`src/design/regs_defs.svh`:
```
// Register file sizes and options
`ifndef REGS_DEFS_SVH
`define REGS_DEFS_SVH

`default_nettype none

// Number of register bytes held in flip-flops
`define REG_NUM_BYTES 8
// Bus data width and the number of byte lanes in one chunk
`define DATA_WIDTH 32
`define STRB_WIDTH 4
// Bus address width
`define ADDR_WIDTH 8
// Chunks that actually hold register bytes
`define NUM_CHUNKS 2
// Low address bits that are decoded, offsets 8 to 15 fall outside the array
`define REG_ADDR_WIDTH 4

// One bit per byte, a set bit makes the byte read-only from the bus
// Byte 1 and all of chunk 1 are read-only
`define READ_ONLY_MASK 8'hF2
// Reset image, byte 0 in the lowest bits
`define REG_RST_VAL 64'h0706050403020100
// Read data returned on a refused read
`define ERR_DATA 32'hBA5E1E55
// When set, only privileged accesses (prot bit 0) are permitted
`define PRIV_PROT_ONLY 1

`default_nettype wire

`endif

```
`src/design/regs_pkg.sv`:
```
// Register file types
`default_nettype none

package regs_pkg;

  // Bus response code, only the two codes this slave can return
  typedef enum logic [1:0] {
    RESP_OKAY   = 2'b00,
    RESP_SLVERR = 2'b10
  } axi_resp_e;

  // One register byte
  typedef logic [7:0] byte_t;

  // Index of a chunk inside the decoded slice
  // Two bits cover all four chunks, including the two that hold no bytes
  typedef logic [1:0] chunk_idx_t;

  // A bus data word
  typedef logic [31:0] data_t;

  // A write strobe, one bit per byte lane
  typedef logic [3:0] strb_t;

endpackage

`default_nettype wire

```
`src/design/lite_chunk_decode.sv`:
```
// Chunk address decoder
`include "regs_defs.svh"

`timescale 1ns/1ps
`default_nettype none

module lite_chunk_decode
  import regs_pkg::*;
(
  input  logic [`ADDR_WIDTH-1:0] addr_i,
  input  logic [2:0]             prot_i,
  output chunk_idx_t             chunk_o,
  output logic                   ok_o
);

  // Number of address bits that select a byte lane inside a chunk
  localparam int LANE_BITS = $clog2(`STRB_WIDTH);

  // Only the low slice of the address is looked at
  // Higher bits select the base of this block and are ignored here
  logic [`REG_ADDR_WIDTH-1:0] reg_addr;
  logic                       in_range;
  logic                       prot_ok;

  assign reg_addr = addr_i[`REG_ADDR_WIDTH-1:0];

  // The byte-lane bits are dropped, what is left is the chunk number
  assign chunk_o = reg_addr[`REG_ADDR_WIDTH-1:LANE_BITS];

  // Chunks 2 and 3 lie inside the slice but hold no register bytes
  assign in_range = (int'(chunk_o) < `NUM_CHUNKS);

  // Privileged access is signalled by prot bit 0
  // The secure bit and the instruction bit do not matter to this block
  assign prot_ok = (`PRIV_PROT_ONLY != 0) ? prot_i[0] : 1'b1;

  assign ok_o = in_range && prot_ok;

endmodule

`default_nettype wire

```
`src/design/lite_resp_spill.sv`:
```
// Two-entry response spill register
`timescale 1ns/1ps
`default_nettype none

module lite_resp_spill #(
  parameter int WIDTH = 2
) (
  input  logic             clk_i,
  input  logic             rst_i,
  input  logic             valid_i,
  output logic             ready_o,
  input  logic [WIDTH-1:0] data_i,
  output logic             valid_o,
  input  logic             ready_i,
  output logic [WIDTH-1:0] data_o
);

  // The main slot drives the output, the spill slot catches one more entry
  // The spill slot is only ever full while the main slot is full too
  logic             main_full_q;
  logic             spill_full_q;
  logic [WIDTH-1:0] main_data_q;
  logic [WIDTH-1:0] spill_data_q;

  logic push;
  logic pop;
  logic main_load;
  logic spill_load;

  // Room depends on registered state only, which cuts the path from ready_i
  assign ready_o = !spill_full_q;
  assign valid_o = main_full_q;
  assign data_o  = main_data_q;

  assign push = valid_i && ready_o;
  assign pop  = main_full_q && ready_i;

  // On a pop the main slot refills from the spill slot first, to keep the order
  assign main_load  = (pop && (spill_full_q || push)) || (push && !main_full_q);
  assign spill_load = push && main_full_q && !pop;

  always_ff @(posedge clk_i) begin
    if (rst_i) begin
      main_full_q  <= 1'b0;
      spill_full_q <= 1'b0;
    end else if (pop) begin
      // A push cannot meet a full spill slot, so the spill always empties here
      main_full_q  <= spill_full_q || push;
      spill_full_q <= 1'b0;
    end else if (push) begin
      main_full_q  <= 1'b1;
      spill_full_q <= main_full_q;
    end
  end

  always_ff @(posedge clk_i) begin
    if (main_load) begin
      main_data_q <= spill_full_q ? spill_data_q : data_i;
    end
    if (spill_load) begin
      spill_data_q <= data_i;
    end
  end

endmodule

`default_nettype wire

```
`src/design/lite_reg_array.sv`:
```
// Register byte array
`include "regs_defs.svh"

`timescale 1ns/1ps
`default_nettype none

module lite_reg_array
  import regs_pkg::*;
(
  input  logic                             clk_i,
  input  logic                             rst_i,
  // Write request, already decoded
  input  logic                             aw_valid_i,
  input  logic                             w_valid_i,
  input  data_t                            w_data_i,
  input  strb_t                            w_strb_i,
  input  chunk_idx_t                       aw_chunk_i,
  input  logic                             aw_ok_i,
  input  logic                             b_room_i,
  output logic                             aw_ready_o,
  output logic                             w_ready_o,
  output logic                             b_push_o,
  output axi_resp_e                        b_resp_o,
  // Read request, already decoded
  input  logic                             ar_valid_i,
  input  chunk_idx_t                       ar_chunk_i,
  input  logic                             ar_ok_i,
  input  logic                             r_room_i,
  output data_t                            r_word_o,
  output axi_resp_e                        r_resp_o,
  // Logic side
  input  byte_t [`REG_NUM_BYTES-1:0]       reg_d_i,
  input  logic  [`REG_NUM_BYTES-1:0]       reg_load_i,
  output byte_t [`REG_NUM_BYTES-1:0]       reg_q_o,
  output logic  [`REG_NUM_BYTES-1:0]       wr_active_o,
  output logic  [`REG_NUM_BYTES-1:0]       rd_active_o
);

  localparam logic  [`REG_NUM_BYTES-1:0] RO_MASK   = `READ_ONLY_MASK;
  localparam byte_t [`REG_NUM_BYTES-1:0] RST_IMAGE = `REG_RST_VAL;

  // Byte b sits in chunk b / STRB_WIDTH on lane b % STRB_WIDTH
  byte_t [`REG_NUM_BYTES-1:0] reg_q;
  byte_t [`REG_NUM_BYTES-1:0] reg_d;

  logic load_hit;
  logic chunk_ro;
  logic stall;
  logic wr_accept;
  logic wr_fire;
  logic rd_fire;

  // Look at the bytes of the addressed write chunk
  // A writable byte that the logic side loads while the write strobes it is a conflict
  // The chunk counts as read-only when none of its bytes is writable
  always_comb begin
    load_hit = 1'b0;
    chunk_ro = 1'b1;
    for (int b = 0; b < `REG_NUM_BYTES; b++) begin
      if (int'(aw_chunk_i) == b / `STRB_WIDTH) begin
        if (!RO_MASK[b]) begin
          chunk_ro = 1'b0;
          if (reg_load_i[b] && w_strb_i[b % `STRB_WIDTH]) begin
            load_hit = 1'b1;
          end
        end
      end
    end
  end

  // Refused writes never touch the bytes, so they are never held back
  assign stall = load_hit && aw_ok_i;

  // AW and W are taken together, and only when the B spill has room
  // The B spill ready is registered, so this adds no path from B inputs
  assign wr_accept  = aw_valid_i && w_valid_i && b_room_i && !stall;
  assign wr_fire    = wr_accept && aw_ok_i;
  assign aw_ready_o = wr_accept;
  assign w_ready_o  = wr_accept;
  assign b_push_o   = wr_accept;

  // Refused writes and writes into a read-only chunk both get SLVERR
  assign b_resp_o = (aw_ok_i && !chunk_ro) ? RESP_OKAY : RESP_SLVERR;

  // Next value of every byte
  // Logic-side loads go in first, then the bus write lands on writable strobed bytes
  // The stall guarantees the two never aim at the same writable byte
  always_comb begin
    reg_d       = reg_q;
    wr_active_o = '0;
    for (int b = 0; b < `REG_NUM_BYTES; b++) begin
      if (reg_load_i[b]) begin
        reg_d[b] = reg_d_i[b];
      end
      if (wr_fire && (int'(aw_chunk_i) == b / `STRB_WIDTH)) begin
        // Reported even for read-only bytes, so the logic side sees the attempt
        wr_active_o[b] = w_strb_i[b % `STRB_WIDTH];
        if (w_strb_i[b % `STRB_WIDTH] && !RO_MASK[b]) begin
          reg_d[b] = w_data_i[8*(b % `STRB_WIDTH) +: 8];
        end
      end
    end
  end

  // The register bytes themselves
  always_ff @(posedge clk_i) begin
    if (rst_i) begin
      reg_q <= RST_IMAGE;
    end else begin
      reg_q <= reg_d;
    end
  end

  assign reg_q_o = reg_q;

  // AR transfers when the R spill has room
  assign rd_fire = ar_valid_i && r_room_i;

  // Read mux, the spill captures this word at the AR transfer
  // A refused read returns the error word
  always_comb begin
    rd_active_o = '0;
    r_word_o    = `ERR_DATA;
    r_resp_o    = RESP_SLVERR;
    if (ar_ok_i) begin
      r_word_o = '0;
      r_resp_o = RESP_OKAY;
      for (int b = 0; b < `REG_NUM_BYTES; b++) begin
        if (int'(ar_chunk_i) == b / `STRB_WIDTH) begin
          r_word_o[8*(b % `STRB_WIDTH) +: 8] = reg_q[b];
          rd_active_o[b]                     = rd_fire;
        end
      end
    end
  end

endmodule

`default_nettype wire

```
`src/design/axi_lite_regs.sv`:
```
// AXI4-Lite register file
`include "regs_defs.svh"

`timescale 1ns/1ps
`default_nettype none

module axi_lite_regs
  import regs_pkg::*;
(
  input  logic                        clk_i,
  input  logic                        rst_i,
  // AW channel
  input  logic                        aw_valid_i,
  output logic                        aw_ready_o,
  input  logic [`ADDR_WIDTH-1:0]      aw_addr_i,
  input  logic [2:0]                  aw_prot_i,
  // W channel
  input  logic                        w_valid_i,
  output logic                        w_ready_o,
  input  data_t                       w_data_i,
  input  strb_t                       w_strb_i,
  // B channel
  output logic                        b_valid_o,
  input  logic                        b_ready_i,
  output axi_resp_e                   b_resp_o,
  // AR channel
  input  logic                        ar_valid_i,
  output logic                        ar_ready_o,
  input  logic [`ADDR_WIDTH-1:0]      ar_addr_i,
  input  logic [2:0]                  ar_prot_i,
  // R channel
  output logic                        r_valid_o,
  input  logic                        r_ready_i,
  output data_t                       r_data_o,
  output axi_resp_e                   r_resp_o,
  // Logic side
  input  byte_t [`REG_NUM_BYTES-1:0]  reg_d_i,
  input  logic  [`REG_NUM_BYTES-1:0]  reg_load_i,
  output byte_t [`REG_NUM_BYTES-1:0]  reg_q_o,
  output logic  [`REG_NUM_BYTES-1:0]  wr_active_o,
  output logic  [`REG_NUM_BYTES-1:0]  rd_active_o
);

  localparam int B_WIDTH = $bits(axi_resp_e);
  localparam int R_WIDTH = `DATA_WIDTH + $bits(axi_resp_e);

  chunk_idx_t aw_chunk;
  chunk_idx_t ar_chunk;
  logic       aw_ok;
  logic       ar_ok;

  logic       b_push;
  logic       b_room;
  axi_resp_e  b_resp;
  data_t      r_word;
  axi_resp_e  r_resp;

  // Spill outputs, split back into the response fields
  logic [B_WIDTH-1:0] b_spill_q;
  logic [R_WIDTH-1:0] r_spill_q;

  lite_chunk_decode u_aw_dec (
    .addr_i  (aw_addr_i),
    .prot_i  (aw_prot_i),
    .chunk_o (aw_chunk),
    .ok_o    (aw_ok)
  );

  lite_chunk_decode u_ar_dec (
    .addr_i  (ar_addr_i),
    .prot_i  (ar_prot_i),
    .chunk_o (ar_chunk),
    .ok_o    (ar_ok)
  );

  lite_reg_array u_array (
    .clk_i       (clk_i),
    .rst_i       (rst_i),
    .aw_valid_i  (aw_valid_i),
    .w_valid_i   (w_valid_i),
    .w_data_i    (w_data_i),
    .w_strb_i    (w_strb_i),
    .aw_chunk_i  (aw_chunk),
    .aw_ok_i     (aw_ok),
    .b_room_i    (b_room),
    .aw_ready_o  (aw_ready_o),
    .w_ready_o   (w_ready_o),
    .b_push_o    (b_push),
    .b_resp_o    (b_resp),
    .ar_valid_i  (ar_valid_i),
    .ar_chunk_i  (ar_chunk),
    .ar_ok_i     (ar_ok),
    .r_room_i    (ar_ready_o),
    .r_word_o    (r_word),
    .r_resp_o    (r_resp),
    .reg_d_i     (reg_d_i),
    .reg_load_i  (reg_load_i),
    .reg_q_o     (reg_q_o),
    .wr_active_o (wr_active_o),
    .rd_active_o (rd_active_o)
  );

  // Write responses, one cycle behind the accepted write
  lite_resp_spill #(
    .WIDTH (B_WIDTH)
  ) u_b_spill (
    .clk_i   (clk_i),
    .rst_i   (rst_i),
    .valid_i (b_push),
    .ready_o (b_room),
    .data_i  (b_resp),
    .valid_o (b_valid_o),
    .ready_i (b_ready_i),
    .data_o  (b_spill_q)
  );

  // Read responses, AR valid feeds the spill and the spill room is AR ready
  lite_resp_spill #(
    .WIDTH (R_WIDTH)
  ) u_r_spill (
    .clk_i   (clk_i),
    .rst_i   (rst_i),
    .valid_i (ar_valid_i),
    .ready_o (ar_ready_o),
    .data_i  ({r_resp, r_word}),
    .valid_o (r_valid_o),
    .ready_i (r_ready_i),
    .data_o  (r_spill_q)
  );

  assign b_resp_o = axi_resp_e'(b_spill_q);
  assign r_data_o = r_spill_q[`DATA_WIDTH-1:0];
  assign r_resp_o = axi_resp_e'(r_spill_q[R_WIDTH-1:`DATA_WIDTH]);

endmodule

`default_nettype wire

```
`config.mk`:
```
export PLATFORM = sky130hd
export DESIGN_NAME = axi_lite_regs
export DESIGN_NICKNAME = d
export VERILOG_FILES = /design/src/design/regs_pkg.sv /design/src/design/lite_chunk_decode.sv /design/src/design/lite_resp_spill.sv /design/src/design/lite_reg_array.sv /design/src/design/axi_lite_regs.sv
export VERILOG_INCLUDE_DIRS = /design/src /design/src/design
export SDC_FILE = /design/constraint.sdc
export NUM_CORES = 1
export LEC_CHECK = 0
export ABC_AREA = 1
export BUFFER_PORTS_ARGS = -buffer_cell sky130_fd_sc_hd__buf_2
export CORE_MARGIN = 4
export CORE_UTILIZATION = 35
export DETAILED_ROUTE_END_ITERATION = 8
export GPL_TIMING_DRIVEN = 0
export PLACE_DENSITY = 0.72
export REMOVE_ABC_BUFFERS = 1
export SYNTH_ARGS = -nofsm -noshare
export SYNTH_HDL_FRONTEND = slang
export SYNTH_SLANG_ARGS = --single-unit
export TNS_END_PERCENT = 50
```
`constraint.sdc`:
```
create_clock -name clk_i -period 3.5 [get_ports clk_i]
set_clock_uncertainty 0.1 [all_clocks]
set_input_delay 0.7 -clock clk_i [delete_from_list [all_inputs] [get_ports clk_i]]
set_output_delay 0.7 -clock clk_i [all_outputs]
set_load 0.03 [all_outputs]
```
==> flow_summary.ini, run 1 <==
[logic_synthesis]
ys_seq_elements = 136
ys_warn_count = 0
synth_area_per_cell_um2 = 8.14
synth_edf_count = 68
syn_area_um2 = 6180
ys_types = 27
syn_inst = 759
ys_async_sr_fraction_pct = 0
yosysSeqAreaShare_pct = 55.1
ys.flop_type = edfxtp_1

[pwr]
p_total_mw = 4.30
p_leak_nw = 3.78
irDropWorstVdd_v = 0.000328
powerDensity_nw_per_um2 = 535

[timing]
fmax_ghz = 0.298
final_max_slew_viol_count = 0
finalCritPeriodShare_pct = 95.8
fin_tns_setup_ns = 0
rsz0062_at_grt = false
setup_viol = 0
timing.hold.ws_ns = 0.375
slew_headroom_pct = 37.4
hold_viol_final = 0
fin_ws_ns = 0.147
timing.final.crit_period_ns = 3.35
tightest_slew_ns = 0.935

[setup_path]
worstPathBufferInverterCount = 3
path_max_fanout = 14
crit_family = simple AND/OR/NAND/NOR gates
crit_chain = buf_2 -> inv_1 -> nor2_4 -> nand2_2 -> nor2_1 -> buf_2
max_stage_delay_ns = 0.39
critPathArrivalTime_ns = 2.55
r2r_slack_ns = 0.94
worstSetupStartpointType = input port
cp_common_cell = buf_2
slowest_stage = nor2_4
setup.worst_path.class = input port to primary output
worstPathRequired_ns = 2.70
end_kind = primary output

[drt]
wl_met3_um = 1430
wirelength_um = 19100
drt_pass1_iterations = 5
met1_length_um = 8020
dr_wl_met2_um = 9160
drc = 0
dr.first_iter.drc_count = 369
viasPerCell = 4.78
top_layer_used = met5
wire_per_inst_um = 15.8
ant_nets = 0
vias = 5780

[placed_design]
pre_cts_ws_ns = -0.403
dp_hpwl_um = 13700
dp_cells = 1172
placed_cell_area_um2 = 7400
io_buffers = 231
gp_congestion = 0.805

[global_route]
antenna_found_initial = 2
grt_max_degree = 46
grt_usage_pct = 19.1
grt_pass1_vias = 5443
grt_pass1_wl_um = 29300
gr-total-overflow = 0

[final_layout]
area_delta_synth_final_pct = 30.3
multiInputGateArea_um2 = 2340
drive_gt1_share_pct = 29.7
final_common_cell = nand2_1
stdcell_area_um2 = 8050
fill_cells = 1719
final_nets = 1107
final_cell_mix = nand2_1, buf_2, nor2_1
seqCellArea_um2 = 3400
stdcell_count = 1209
fin_util_pct = 46.5

[run_status]
outcome = finished clean

[die]
ios = 258
row_count = 48
die_h_um = 141
fp.dieW_um = 141
initial_core_util_pct = 35.7
die_area_um2 = 19800
coreArea_um2 = 17300

[clock_tree]
htree_num_levels = 4
clkTransAtPathRegs_ns = 0.06
worstSkewPairLatency_ns = 0.43
cts-root-buf = clkbuf_16
clock-sinks = 136
cts_inserted_buffers = 17
ctsLongestPathBuffers = 2
cts_tree = done

[job]
drv_cap = 0

[min_path]
hp-class = input port to flip-flop
[layout make-up]
cell class                      count  area share, %
Tap cell                          225           3.50
Clock buffer                       20           5.81
Multi-Input combinational cell    531           29.0
Antenna cell                        1         0.0311
Timing Repair Buffer              235           15.1
Sequential cell                   136           42.3
Timing Repair inverter              1         0.0622
Clock inverter                     12           1.83
Inverter                           48           2.29
[worst paths after layout]
check / cells past startpoint / startpoint / endpoint
max: 6 / ar_prot_i[0] / rd_active_o[1]
min: 3 / reg_d_i[40] / u_array.reg_q_o[40]$_SDFFE_PP1P_
max reg2reg: 6 / u_r_spill.spill_full_q$_SDFFE_PP0P_ / u_r_spill.data_o[24]$_DFFE_PP_
min reg2reg: 2 / u_array.reg_q_o[58]$_SDFFE_PP1P_ / u_array.reg_q_o[58]$_SDFFE_PP1P_
[cells by family after synthesis]
| group | count (synthesis) | synth area share [%] |
|---|---|---|
| AOI/OAI and AO/OA | 111 | 10.4 |
| buffers and inverters | 94 | 7.51 |
| DFF | 136 | 55.1 |
| other | 1 | 0.0607 |
| and+or+nand+nor | 417 | 26.9 |
[metal layers]
layer	vias to the layer above	GRT usage, %
li1	2875	-
met1	2654	23.8
met2	210	31.6
met3	39	4.92
met4	2	7.70
met5	-	0
[worst register-to-register path, cell delays in order, from the launching register on]
cell and delay [ns]:
dfxtp_2 0.82, clkinvlp_4 0.21, buf_4 0.19, buf_4 0.21, o21ai_0 0.37, nor2_4 0.20
buf_16 0.21
[state kept, by name, indices dropped and copies added (netlist names)]
register / count
u_array.reg_q_o: 64
u_r_spill.data_o: 33
u_r_spill.spill_data_q: 33
u_b_spill.data_o: 1
u_b_spill.spill_data_q: 1
u_b_spill.spill_full_q: 1
u_b_spill.valid_o: 1
u_r_spill.spill_full_q: 1
u_r_spill.valid_o: 1
[what timing repair did]
action | in CTS | in global routing
gates resized for setup | 3 | 0
setup endpoints to repair | 27 | 0
buffers inserted | 2 | 0
hold buffers | 0 | 0
[Yosys cell counts, types with 6 or more instances]
| cell | instances | area share, % |
|---|---|---|
| buf_2 | 8 | 0.65 |
| o21ai_0 | 60 | 4.9 |
| inv_1 | 44 | 2.7 |
| clkbuf_1 | 14 | 0.85 |
| nand3_1 | 35 | 2.8 |
| o211ai_1 | 11 | 1.3 |
| a21oi_1 | 25 | 2.0 |
| buf_6 | 6 | 1.1 |
| buf_4 | 15 | 1.8 |
| dfxtp_1 | 68 | 22 |
| edfxtp_1 | 68 | 33 |
| nand2_1 | 291 | 18 |
| o21ai_2 | 9 | 1.3 |
| nor2_1 | 81 | 4.9 |
[report_power, final]
part | leakage (nW) | internal [mW] | switching, mW | total [mW]
logic | 2.30 | 0.183 | 0.437 | 0.620
clock network | 0.302 | 1.18 | 0.687 | 1.86
registers | 1.18 | 1.77 | 0.0487 | 1.82
No activity file was read; power rests on OpenSTA's default activity.
==> run 2: changes to the inputs <==
--- a/config.mk
+++ b/config.mk
@@ -10,6 +10,7 @@
 export BUFFER_PORTS_ARGS = -buffer_cell sky130_fd_sc_hd__buf_2
 export CORE_MARGIN = 4
 export CORE_UTILIZATION = 35
+export CTS_BUF_LIST = sky130_fd_sc_hd__clkbuf_2
 export DETAILED_ROUTE_END_ITERATION = 8
 export GPL_TIMING_DRIVEN = 0
 export PLACE_DENSITY = 0.72
==> constraint.sdc (replaced) <==
create_clock -name clk_i -period 3.17 [get_ports clk_i]
set_clock_uncertainty 0.1 [all_clocks]
set_input_delay 0.634 -clock clk_i [delete_from_list [all_inputs] [get_ports clk_i]]
set_output_delay 0.634 -clock clk_i [all_outputs]
set_load 0.03 [all_outputs]
==> flow_summary.ini, run 2 (synthesis gave the netlist of run 1 again) <==
[clock_tree]
clock-sinks = 136
htree_num_levels = 4
worstSkewPairLatency_ns = 0.69
ctsLongestPathBuffers = 2
cts_inserted_buffers = 17
cts-root-buf = clkbuf_2
clkTransAtPathRegs_ns = 0.17
cts_tree = done

[die]
die_h_um = 141
row_count = 48
fp.dieW_um = 141
ios = 258
coreArea_um2 = 17300
initial_core_util_pct = 35.7
die_area_um2 = 19800

[final_layout]
stdcell_area_um2 = 8150
fill_cells = 1722
final_cell_mix = nand2_1, buf_2, nor2_1
fin_util_pct = 47.1
largest_reg_flops = 64
final_nets = 1148
area_delta_synth_final_pct = 31.9
drive_gt1_share_pct = 29.0
final_common_cell = nand2_1
stdcell_count = 1251

[setup_path]
worstPathRequired_ns = 2.44
max_stage_delay_ns = 0.39
crit_family = simple AND/OR/NAND/NOR gates
critPathArrivalTime_ns = 2.32
worstPathBufferInverterCount = 3
cp_common_cell = buf_2
worstSetupStartpointType = input port
crit_chain = buf_2 -> inv_1 -> nor2_4 -> nand2_4 -> nor2_1 -> buf_2
end_kind = primary output
r2r_slack_ns = 0.89
slowest_stage = nor2_4
path_max_fanout = 14
setup.worst_path.class = input port to primary output

[placed_design]
dp_cells = 1172
io_buffers = 231
dp_hpwl_um = 13700
gp_congestion = 0.805
placed_cell_area_um2 = 7400
pre_cts_ws_ns = -0.667

[pwr]
powerDensity_nw_per_um2 = 479
p_total_mw = 3.90
p_leak_nw = 3.82
irDropWorstVdd_v = 0.000257

[global_route]
gr-total-overflow = 0
antenna_found_initial = 3
grt_pass1_wl_um = 29900
grt_max_degree = 46
grt_usage_pct = 19.3
grt_pass1_vias = 5616

[drt]
ant_nets = 0
wirelength_um = 19800
vias = 5963
dr.first_iter.drc_count = 365
drt_pass1_iterations = 5
viasPerCell = 4.77
wire_per_inst_um = 15.8
drc = 0

[job]
drv_cap = 0

[timing]
timing.hold.ws_ns = 0.0998
rsz0062_at_grt = false
fin_ws_ns = 0.115
timing.final.crit_period_ns = 3.06
tightest_slew_ns = 0.928
fmax_ghz = 0.327
finalCritPeriodShare_pct = 96.4
hold_viol_final = 0
fin_tns_setup_ns = 0
final_max_slew_viol_count = 0
slew_headroom_pct = 38.0
setup_viol = 0

[run_status]
outcome = finished clean

[min_path]
hp-class = input port to flip-flop
run 2: changes by cell type in the layout (fill, tap and decap cells not counted), moves of 2 or more:
cell and delta:
nor2_1 -2, nor2_2 +2, clkbuf_16 -18, clkbuf_2 +18, dlygate4sd3_1 +40
run 2: where the power goes:
part / internal, mW / switching (mW)
combinational: 0.235 / 0.495
clock: 0.514 / 0.651
sequential: 1.95 / 0.0529
run 2: path summary, 6_finish.rpt:
kind                                                          start                          endpoint  cells after the start
worst max-delay path                                   ar_prot_i[0]                    rd_active_o[1]                      6
worst min-delay path                                    reg_d_i[62]  u_array.reg_q_o[62]$_SDFFE_PP0P_                      3
worst max register to register  u_r_spill.spill_full_q$_SDFFE_PP0P_    u_r_spill.data_o[27]$_DFFE_PP_                      6
worst min register to register     u_array.reg_q_o[58]$_SDFFE_PP1P_  u_array.reg_q_o[58]$_SDFFE_PP1P_                      2
run 2: cell type report:
type	count	area, um2	area share [%]
Sequential cell	136	3410	41.8
Timing Repair inverter	1	5.00	0.0614
Antenna cell	2	5.00	0.0614
Tap cell	225	282	3.45
Inverter	48	184	2.26
Multi-Input combinational cell	531	2360	29.0
Timing Repair Buffer	276	1640	20.1
Clock buffer	18	90.1	1.11
Clock inverter	14	181	2.23
run 2: metal layers:
| metal | track usage (%) | vias to the layer above | part of all wire (%) |
|---|---|---|---|
| li1 | - | 2960 | - |
| met1 | 24.0 | 2705 | 41 |
| met2 | 31.8 | 254 | 47 |
| met3 | 5.12 | 42 | 8.0 |
| met4 | 8.36 | 2 | 3.4 |
| met5 | 0 | - | 0.040 |
run 2: worst reg2reg max path, stage by stage (launching register included):
cell and delay (ns):
dfxtp_4 0.49, clkinvlp_4 0.11, buf_4 0.13, buf_4 0.27, o21ai_0 0.21, nor2_4 0.48
buf_16 0.23
run 2: repair_timing:
item	in CTS	in global routing
endpoints found under the hold margin	40	0
pin swaps	1	1
gates resized for setup	7	4
setup endpoints to repair	80	11
hold buffers	40	0
buffers inserted	2	1
cloned	2	0
